**config.mk**
```make
export PLATFORM = sky130hd
export DESIGN_NAME = square_wave_meter
export DESIGN_NICKNAME = d
export VERILOG_FILES = /design/src/logic/swm_pkg.sv /design/src/logic/wave_meter.sv /design/src/logic/meas_regs.sv /design/src/logic/square_wave_meter.sv
export SDC_FILE = /design/constraint.sdc
export NUM_CORES = 1
export LEC_CHECK = 0
export BUFFER_PORTS_ARGS = -buffer_cell sky130_fd_sc_hd__buf_2
export CAP_MARGIN = 15
export CORE_ASPECT_RATIO = 0.6
export CORE_MARGIN = 1
export CORE_UTILIZATION = 45
export CTS_BUF_LIST = sky130_fd_sc_hd__clkbuf_8 sky130_fd_sc_hd__clkbuf_16
export DETAILED_ROUTE_END_ITERATION = 8
export HOLD_SLACK_MARGIN = 0.15
export MAX_ROUTING_LAYER = met4
export SYNTH_ARGS = -nofsm -noshare
export SYNTH_HDL_FRONTEND = slang
export SYNTH_SLANG_ARGS = --single-unit
```
**constraint.sdc**
```tcl
create_clock -name pll_clk -period 5.5 [get_ports pll_clk]
set_input_delay 0.275 -clock pll_clk [delete_from_list [all_inputs] [get_ports pll_clk]]
set_output_delay 0.275 -clock pll_clk [all_outputs]
set_load 0.02 [all_outputs]
```
**src/logic/swm_pkg.sv**
```systemverilog
/*
 * square-wave meter shared types
 * tick counts, per-channel result record, register map and meter states
 */
`default_nettype none

package swm_pkg;

    // channel count, the register map below is laid out for exactly two
    localparam integer NUM_CH = 2;

    // pll_clk ticks, wraps after 2^32
    typedef logic [31:0] tick_t;

    // wishbone address and data
    typedef logic [7:0]  wb_addr_t;  // byte address
    typedef logic [31:0] wb_data_t;

    // one finished window
    typedef struct packed {
        tick_t period_ticks;    // end stamp minus start stamp
        tick_t high_ticks;      // synchronized-high cycles in the window
    } meas_result_t;

    // register map, all word aligned
    localparam wb_addr_t ADDR_CH0_PERIOD = 8'h00;
    localparam wb_addr_t ADDR_CH0_HIGH   = 8'h04;
    localparam wb_addr_t ADDR_CH1_PERIOD = 8'h08;
    localparam wb_addr_t ADDR_CH1_HIGH   = 8'h0C;
    localparam wb_addr_t ADDR_STATUS     = 8'h10;  // [3:2] overrun, [1:0] fresh
    localparam wb_addr_t ADDR_CONTROL    = 8'h14;  // [1:0] channel enables

    // per-channel window FSM
    typedef enum logic [1:0] {
        M_IDLE   = 2'd0,    // waiting for the first rising edge
        M_WINDOW = 2'd1,    // counting periods
        M_OFF    = 2'd2     // channel disabled
    } meter_state_t;

endpackage : swm_pkg

`default_nettype wire

```
**src/logic/wave_meter.sv**
```systemverilog
/*
 * wave_meter, one measurement channel
 * synchronizes the input, stamps rising edges against a free-running
 * counter and reports period and high time over CYCLES_PER_WINDOW periods
 */
`timescale 1ns/1ns
`default_nettype none

module wave_meter
    import swm_pkg::*;
#(
    parameter integer CYCLES_PER_WINDOW = 4     // 1 .. 255
) (
    input  wire logic    pll_clk,
    input  wire logic    sys_rst_n,
    input  wire logic    wave,          // async square wave
    input  wire logic    enable,
    output meas_result_t result,
    output logic         result_valid   // one-cycle pulse
);

    // edge number that closes the window, counted from 0
    localparam logic [7:0] LAST_EDGE = 8'(CYCLES_PER_WINDOW - 1);

    logic [2:0]   sync_q;       // [1:0] synchronizer, [2] edge register
    logic         hi;
    logic         rise;
    tick_t        ts;           // free-running timestamp
    tick_t        start_ts;     // stamp of the edge that opened the window
    tick_t        high_acc;
    logic [7:0]   edge_cnt;     // rising edges seen in the window
    meter_state_t state;
    logic         open_win;
    logic         close_win;

    // hi and rise come from the same stage, so both see the same delay
    assign hi   = sync_q[1];
    assign rise = sync_q[1] & ~sync_q[2];

    assign open_win  = (state == M_IDLE) && enable && rise;
    assign close_win = (state == M_WINDOW) && enable && rise && (edge_cnt == LAST_EDGE);

    always_ff @(posedge pll_clk or negedge sys_rst_n) begin
        if (!sys_rst_n) begin
            sync_q <= '0;
            ts     <= '0;
        end else begin
            sync_q <= {sync_q[1:0], wave};
            ts     <= ts + tick_t'(1);  // wraps, difference stays valid
        end
    end

    // window FSM
    always_ff @(posedge pll_clk or negedge sys_rst_n) begin
        if (!sys_rst_n) begin
            state        <= M_IDLE;
            edge_cnt     <= '0;
            result_valid <= 1'b0;
        end else begin
            result_valid <= 1'b0;
            case (state)
                M_OFF: begin
                    edge_cnt <= '0;
                    if (enable)
                        state <= M_IDLE;    // fresh window on next edge
                end
                M_IDLE: begin
                    if (!enable) begin
                        state <= M_OFF;
                    end else if (rise) begin
                        state    <= M_WINDOW;
                        edge_cnt <= '0;
                    end
                end
                M_WINDOW: begin
                    if (!enable) begin
                        state    <= M_OFF;
                        edge_cnt <= '0;     // drop the partial window
                    end else if (close_win) begin
                        edge_cnt     <= '0; // closing edge opens the next one
                        result_valid <= 1'b1;
                    end else if (rise) begin
                        edge_cnt <= edge_cnt + 8'd1;
                    end
                end
                default: state <= M_IDLE;
            endcase
        end
    end

    // timestamps and accumulators
    always_ff @(posedge pll_clk or negedge sys_rst_n) begin
        if (!sys_rst_n) begin
            start_ts <= '0;
            high_acc <= '0;
            result   <= '0;
        end else begin
            if (open_win || close_win) begin
                start_ts <= ts;
                high_acc <= tick_t'(1);     // the edge cycle itself is high
            end else if (state == M_WINDOW) begin
                high_acc <= high_acc + tick_t'(hi);
            end else if (state == M_OFF) begin
                high_acc <= '0;
            end

            if (close_win) begin
                result.period_ticks <= ts - start_ts;  // modular 32-bit
                result.high_ticks   <= high_acc;       // excludes closing cycle
            end
        end
    end

endmodule : wave_meter

`default_nettype wire

```
**src/logic/meas_regs.sv**
```systemverilog
/*
 * meas_regs, Wishbone classic register block
 * latest result per channel, fresh/overrun status and channel enables
 */
`timescale 1ns/1ns
`default_nettype none

module meas_regs
    import swm_pkg::*;
(
    input  wire logic         pll_clk,
    input  wire logic         sys_rst_n,
    // wishbone classic slave
    input  wire logic         wb_cyc,
    input  wire logic         wb_stb,
    input  wire logic         wb_we,
    input  wire wb_addr_t     wb_adr,
    input  wire wb_data_t     wb_dat_w,
    output wb_data_t          wb_dat_r,
    output logic              wb_ack,
    // meter results
    input  wire meas_result_t ch0_result,
    input  wire logic         ch0_valid,
    input  wire meas_result_t ch1_result,
    input  wire logic         ch1_valid,
    output logic [NUM_CH-1:0] enable
);

    meas_result_t      in_res [NUM_CH];
    logic [NUM_CH-1:0] in_valid;
    meas_result_t      res_q [NUM_CH];   // last result per channel
    logic [NUM_CH-1:0] fresh;            // unread result waiting
    logic [NUM_CH-1:0] overrun;          // result replaced before read
    logic              req;
    logic              rd_req;
    logic              wr_req;
    logic [NUM_CH-1:0] rd_period;
    logic              rd_status;
    wb_data_t          rd_data;

    assign in_res[0] = ch0_result;
    assign in_res[1] = ch1_result;
    assign in_valid  = {ch1_valid, ch0_valid};

    // new request only while ack is low, gives one ack per access
    assign req    = wb_cyc & wb_stb & ~wb_ack;
    assign rd_req = req & ~wb_we;
    assign wr_req = req & wb_we;

    // read side effects
    assign rd_period[0] = rd_req && (wb_adr == ADDR_CH0_PERIOD);
    assign rd_period[1] = rd_req && (wb_adr == ADDR_CH1_PERIOD);
    assign rd_status    = rd_req && (wb_adr == ADDR_STATUS);

    always_comb begin
        case (wb_adr)
            ADDR_CH0_PERIOD: rd_data = res_q[0].period_ticks;
            ADDR_CH0_HIGH:   rd_data = res_q[0].high_ticks;
            ADDR_CH1_PERIOD: rd_data = res_q[1].period_ticks;
            ADDR_CH1_HIGH:   rd_data = res_q[1].high_ticks;
            ADDR_STATUS:     rd_data = wb_data_t'({overrun, fresh});
            ADDR_CONTROL:    rd_data = wb_data_t'(enable);
            default:         rd_data = '0;  // unmapped
        endcase
    end

    // bus handshake and control register
    always_ff @(posedge pll_clk or negedge sys_rst_n) begin
        if (!sys_rst_n) begin
            wb_ack   <= 1'b0;
            wb_dat_r <= '0;
            enable   <= '1;     // both channels run from reset
        end else begin
            wb_ack <= req;      // one cycle after the sampled request
            if (req)
                wb_dat_r <= wb_we ? '0 : rd_data;
            if (wr_req && (wb_adr == ADDR_CONTROL))
                enable <= wb_dat_w[NUM_CH-1:0];
            // writes elsewhere are acked and dropped
        end
    end

    // result capture and status flags, a new result beats a same-cycle clear
    always_ff @(posedge pll_clk or negedge sys_rst_n) begin
        if (!sys_rst_n) begin
            fresh   <= '0;
            overrun <= '0;
            for (int i = 0; i < NUM_CH; i++)
                res_q[i] <= '0;
        end else begin
            for (int i = 0; i < NUM_CH; i++) begin
                if (in_valid[i]) begin
                    res_q[i] <= in_res[i];  // always accepted
                    fresh[i] <= 1'b1;
                end else if (rd_period[i]) begin
                    fresh[i] <= 1'b0;
                end

                if (in_valid[i] && fresh[i])
                    overrun[i] <= 1'b1;     // previous one never read
                else if (rd_status)
                    overrun[i] <= 1'b0;
            end
        end
    end

endmodule : meas_regs

`default_nettype wire

```
**src/logic/square_wave_meter.sv**
```systemverilog
/*
 * square_wave_meter top level
 * two channel meters feeding one Wishbone register block
 */
`timescale 1ns/1ns
`default_nettype none

module square_wave_meter
    import swm_pkg::*;
#(
    parameter integer CYCLES_PER_WINDOW = 4     // periods per window
) (
    input  wire logic              pll_clk,
    input  wire logic              sys_rst_n,
    input  wire logic [NUM_CH-1:0] wave_in,     // async to pll_clk
    // wishbone classic slave
    input  wire logic              wb_cyc,
    input  wire logic              wb_stb,
    input  wire logic              wb_we,
    input  wire wb_addr_t          wb_adr,
    input  wire wb_data_t          wb_dat_w,
    output wb_data_t               wb_dat_r,
    output logic                   wb_ack
);

    meas_result_t      ch0_result;
    meas_result_t      ch1_result;
    logic              ch0_valid;
    logic              ch1_valid;
    logic [NUM_CH-1:0] enable;      // from the control register

    wave_meter #(
        .CYCLES_PER_WINDOW(CYCLES_PER_WINDOW)
    ) u_meter0 (
        .pll_clk      (pll_clk),
        .sys_rst_n    (sys_rst_n),
        .wave         (wave_in[0]),
        .enable       (enable[0]),
        .result       (ch0_result),
        .result_valid (ch0_valid)
    );

    wave_meter #(
        .CYCLES_PER_WINDOW(CYCLES_PER_WINDOW)
    ) u_meter1 (
        .pll_clk      (pll_clk),
        .sys_rst_n    (sys_rst_n),
        .wave         (wave_in[1]),
        .enable       (enable[1]),
        .result       (ch1_result),
        .result_valid (ch1_valid)
    );

    meas_regs u_regs (
        .pll_clk    (pll_clk),
        .sys_rst_n  (sys_rst_n),
        .wb_cyc     (wb_cyc),
        .wb_stb     (wb_stb),
        .wb_we      (wb_we),
        .wb_adr     (wb_adr),
        .wb_dat_w   (wb_dat_w),
        .wb_dat_r   (wb_dat_r),
        .wb_ack     (wb_ack),
        .ch0_result (ch0_result),
        .ch0_valid  (ch0_valid),
        .ch1_result (ch1_result),
        .ch1_valid  (ch1_valid),
        .enable     (enable)
    );

endmodule : square_wave_meter

`default_nettype wire

```
# Yosys cells after proc, flatten, opt, wreduce, memory -nomap -nowiden

Cells that the tools add are included.

Bits in registers: 515
Bits of input ports: 47
Output and inout bits: 33
Logic and storage cells: 146

$add $sub $neg: 8
Equality and inequality tests: 23
Multiplexer cells: 43
Bitwise logic cells: 10
Reduce and logical (&&, ||, !) cells: 33

Operator list:

| operator                                               | number |
|---|---|
| 2-to-1 mux 32 bit                                      | 7 |
| case mux 32 bit (6 select lines)                       | 1 |
| 2-to-1 mux 8 bit                                       | 10 |
| adder 32 x 1 -> 32 bit                                 | 2 |
| adder 32 x 1 -> 32 bit (second input constant)         | 2 |
| subtractor 32 bit                                      | 2 |
| case mux 8 bit (3 select lines)                        | 2 |
| adder 8 x 1 -> 8 bit (second input constant)           | 2 |
| equality test 8 x 2 -> 1 bit (second input constant)   | 2 |
| equality test 8 x 4 -> 1 bit (second input constant)   | 2 |
| equality test 8 x 5 -> 1 bit (second input constant)   | 2 |
| logical AND 1 bit                                      | 16 |
| 2-to-1 mux 2 bit                                       | 8 |
| 2-to-1 mux 1 bit                                       | 13 |
| inequality test 2 x 1 -> 1 bit (second input constant) | 6 |
| case mux 2 bit (3 select lines)                        | 2 |
| nonzero test 3 bit                                     | 4 |
| equality test 8 x 3 -> 1 bit (second input constant)   | 1 |
| zero test 8 bit                                        | 1 |
| inequality test 4 bit (second input constant)          | 2 |
| AND reduction 4 bit                                    | 2 |
| nonzero test 2 bit                                     | 4 |
| AND 1 bit                                              | 6 |
| inequality test 3 bit (second input constant)          | 2 |
| other kinds (7)                                        | 16 |

# Depth between registers and ports, before layout

Depth in word-level cells: 7
Gate-level depth with buffers: 14
Depth with buffers taken out: 14

# By module

From an unflattened synthesis, not the netlist that was laid out.

Cells, all modules: 2535
Area total of the unflattened synthesis: 25154.1 sq um

Modules (own cells, without submodules):

| module                | instances | cells each | area an instance (sq um) | seq. area each (sq um) |
|---|---|---|---|---|
| wave_meter (u_meter1) | 1         | 1014       | 9029.9                   | 4354.2 |
| wave_meter (u_meter0) | 1         | 951        | 8908.5                   | 4354.2 |
| meas_regs             | 1         | 570        | 7215.7                   | 4181.5 |

# Worst setup path before layout

Ideal clock, no wire load.

Path kind: register to register
From: register u_meter0.ts[0]
To: register u_meter0.result[56] in the netlist's numbering
Setup time: 0.129 ns
Data arrival time: 2.738 ns
Data required time: 5.371 ns
Slack: 2.633 ns
Stages on the path, launching flop included: 15
Buffers on the path: 0
Clock period less this slack: 2.867 ns
Cell sequence: dfrtp_1 inv_1 ha_1 inv_1 fa_1 a211oi_1 o21a_1 o21ai_2 a21bo_2 a211o_2 a21oi_4 o21bai_2 a21oi_2 xor2_1 o21ai_1

Word-level cells in the longest chain between the ends: 1

Ends and longest elaborated chain:

| element                | RTL line          | text |
|---|---|---|
| from (decl)            | wave_meter.sv:28  | `tick_t ts;` |
| from (signal assigned) | wave_meter.sv:49  | `ts <= ts + tick_t'(1);` |
| subtractor 32 bit      | wave_meter.sv:108 | `result.period_ticks <= ts - start_ts;` |
| to (decl)              | wave_meter.sv:18  | `output meas_result_t result,` |

No other way between the ends.
A chain may end at the register's enable or synchronous reset.

# Final worst setup path

From: register u_meter1.ts[7]
To: register u_meter1.result[63] in the netlist's numbering

Word-level cells in the longest chain between the ends: 1

Ends and longest elaborated chain:

| element                | RTL line |
|---|---|
| from (decl)            | wave_meter.sv:28 |
| from (signal assigned) | wave_meter.sv:49 |
| subtractor 32 bit      | wave_meter.sv:108 |
| to (decl)              | wave_meter.sv:18 |

No other way between the ends.

==> metrics <==
Crit Path Max Fanout=8; utilization after layout=51.4%; post-detailed-route count of antenna-violating nets=0; final non-filler cell total=3149; die height=183 µm; EDFF count, synth=0; async set-or-reset flop fraction in the synthesized netlist=100%; HPWL after DPL=40900 µm; R2R Path Start=u_meter1.ts[7]; CTS Buffer Depth=3; die width=304 µm; Total GRT Usage=21.6%; average routed wire per standard cell=18.2 µm; sequential cell area fraction in the yosys report=52.3%; Synth Flop Type=dfrtp_1; I/O pin count=80; Cell variety after synth=80; area delta synth->final=11.2%; Yosys top cell area share=52.1%; FP Rows=65; Synth Register Bits=515; grt met3 use=5.12%; H-tree depth=2; top-count cell post-synth=dfrtp_1; Yosys warnings=0; Nets=2530; synth top area cells=dfrtp_1 52%, mux2_2 7.4%, nand2_1 5.7%, ha_1 4.0%, o21ai_0 3.9%; Sink Count=515; fmax=0.282 GHz; GRT Residual Overflow=0; RSZ-0062 raised after global routing=no; antenna violations before repair=2; R2R Setup Slk=1960 ps; final hold violation count=0; critical path class=flip-flop to flip-flop; IO buf count=49; starting density of the core=46.2%; status=complete, no violations; grt met2 use=29.0%; clock latency on the worst-skew pair=600 ps; mapped cell area=0.0246 mm²; most used routing layer=met1; drt first pass iters=5; setup TNS=0 ps; Rel. slew slack=31.3%; average size of a mapped cell=10.3 µm²; endpoint type of the worst setup path=flip-flop; CTS clk-pin slew, worst paths=60 ps; Post-Syn Nets=2507; first-pass GRT wire length=93200 µm; Max IR drop VDD=0.239 mV; CP arrival=3990 ps; Final Critical Period=3540 ps; CP required=5950 ps; Max Slew Vio Count=0; starting DRC count in detailed routing=1453; RD Place Congestion=0.909; Layout Skew=18.9 ps; Post-Route WL=57300 µm; Hold WC Path Type=primary input to asynchronous set/reset pin; largest area contributor in the netlist=dfrtp_1; routed via count=17400; Worst-Margin Slew=1030 ps; Final period util=64.4%; cell total after placement=3048; number of global-route vias before repair=16700; area of the multi-input gates=0.0110 mm²; maxcap violations=0; final setup vio count=0; CTS resizes=0; Reg area=0.0129 mm²; FF-to-FF path depth=11; Pleak=13.3 nW; Remaining DRCs=0; layout cells sized above 1=15.0%; top cells by count, synth=513 x dfrtp_1, 375 x nand2_1, 191 x o21ai_0, 162 x mux2_2, 131 x nor2_1; global routing usage on met1=32.5%; CTS tree=done; Worst setup SP type=flip-flop; Root Buffer=clkbuf_16; clock buffer count from CTS=50; Pwr per Cell Area=287 mW/mm²; R2R Path End=u_meter1.result[63]; Vias per Instance=5.51; Cells after Synth=2380; Core ar.=0.0533 mm²; Die Area=0.0557 mm²; fill count=4803; pin count of the biggest net entering global routing=144
[cell type report]
| class | count | area share, % |
|---|---|---|
| antenna | 2 | 0.0183 |
| clock buffer | 63 | 5.26 |
| clock inverter | 30 | 1.01 |
| inverter | 100 | 1.37 |
| multi-input combinational | 1656 | 40.1 |
| sequential | 515 | 47.1 |
| tap | 703 | 3.21 |
| timing repair buffer | 80 | 1.93 |
[how the worst max path moves through the flow]
| stage | startpoint | end | slack, ps | cells after the start |
|---|---|---|---|---|
| floorplan | u_meter0.ts[0] | u_meter0.result[56] | 2630 | 14 |
| global placement | u_meter1.ts[7] | u_meter1.result[63] | 2060 | 11 |
| detailed placement | u_meter1.ts[7] | u_meter1.result[63] | 2020 | 11 |
| CTS | u_meter1.ts[7] | u_meter1.result[63] | 1990 | 11 |
| global route | u_meter1.ts[7] | u_meter1.result[63] | 1740 | 11 |
| finish | u_meter1.ts[7] | u_meter1.result[63] | 1960 | 11 |
[sequential cells by signal, indices dropped and copies added (netlist names), 3 cells and up]
signal / count
u_regs.res_q: 128
u_meter0.ts: 32
u_meter1.start_ts: 32
u_meter0.sync_q: 3
u_meter0.high_acc: 32
u_regs.wb_dat_r: 32
u_meter0.result: 64
u_meter1.ts: 32
u_meter1.high_acc: 32
u_meter1.sync_q: 3
u_meter1.edge_cnt: 8
u_meter1.result: 64
u_meter0.start_ts: 32
u_meter0.edge_cnt: 8
[per-stage QoR]
stage | instance area [µm²] | power, W | hold WS [ps] | setup WS [ps]
finish | 27400 | 0.00785 | 217 | 1960
global route | 27400 | 0.00816 | 257 | 1740
CTS | 27400 | 0.00795 | 223 | 1990
detailed placement | 25600 | 0.00433 | 258 | 2020
global placement | 25600 | 0.00432 | 253 | 2060
floorplan | 24600 | 0.00414 | -20.6 | 2630
[cell families (layout without fill, tap and decap cells)]
logic type	Yosys count	count (layout)	share of synthesized area, %
AO/OA/AOI/OAI	495	495	13.2
XOR/XNOR	160	160	5.69
adder cells (fa/ha/maj)	80	80	4.12
buffers and inverters	209	273	3.20
flip-flops	515	515	52.3
multiplexers	170	170	7.73
other	0	2	0
AND/OR/NAND/NOR	751	751	13.7
[layer usage]
| metal | routed length (µm) | vias up |
|---|---|---|
| met4 | 1120 | 0 |
| li1 | - | 8309 |
| met2 | 22700 | 394 |
| met5 | 0 | - |
| met3 | 3840 | 77 |
| met1 | 29700 | 8583 |
[placed cells by master (no fill, tap or decap), types with 13 or more instances in the layout]
cell       instances
a21o_1            49
a21oi_1           80
a221oi_1          31
a22o_1            32
and3_1            32
buf_2             48
buf_4             23
clkbuf_16         51
dfrtp_1          511
ha_1              78
inv_1            107
mux2_2           162
nand2_1          375
nand2b_1          13
nand3_1           77
nand4_1           36
nor2_1           129
nor2b_1           17
nor3_1            19
o21ai_0          191
o31ai_1           14
xnor2_1           86
xor2_1            74
[power breakdown]
part | internal [W] | total (W) | switching [W]
logic | 0.000109 | 0.000457 | 0.000348
clock network | 0.00205 | 0.00358 | 0.00153
registers | 0.00380 | 0.00381 | 0.0000122
[worst max-delay path, stage by stage (launching register included)]
cell      delay [ps]
dfrtp_1          470
ha_1             380
and3_2           270
nand4_1          110
nand2_1           60
a41oi_1          470
a21oi_2          230
o2111a_1         310
nor3_1           610
o21ai_0          250
xnor2_1          170
o21ai_0           80
[timing repair]
item	in CTS	in global routing
setup endpoints to repair	0	0
hold endpoints to repair	68	0
buffers inserted	0	0
hold buffers	6	0
Power figures use the tool's default switching activity.
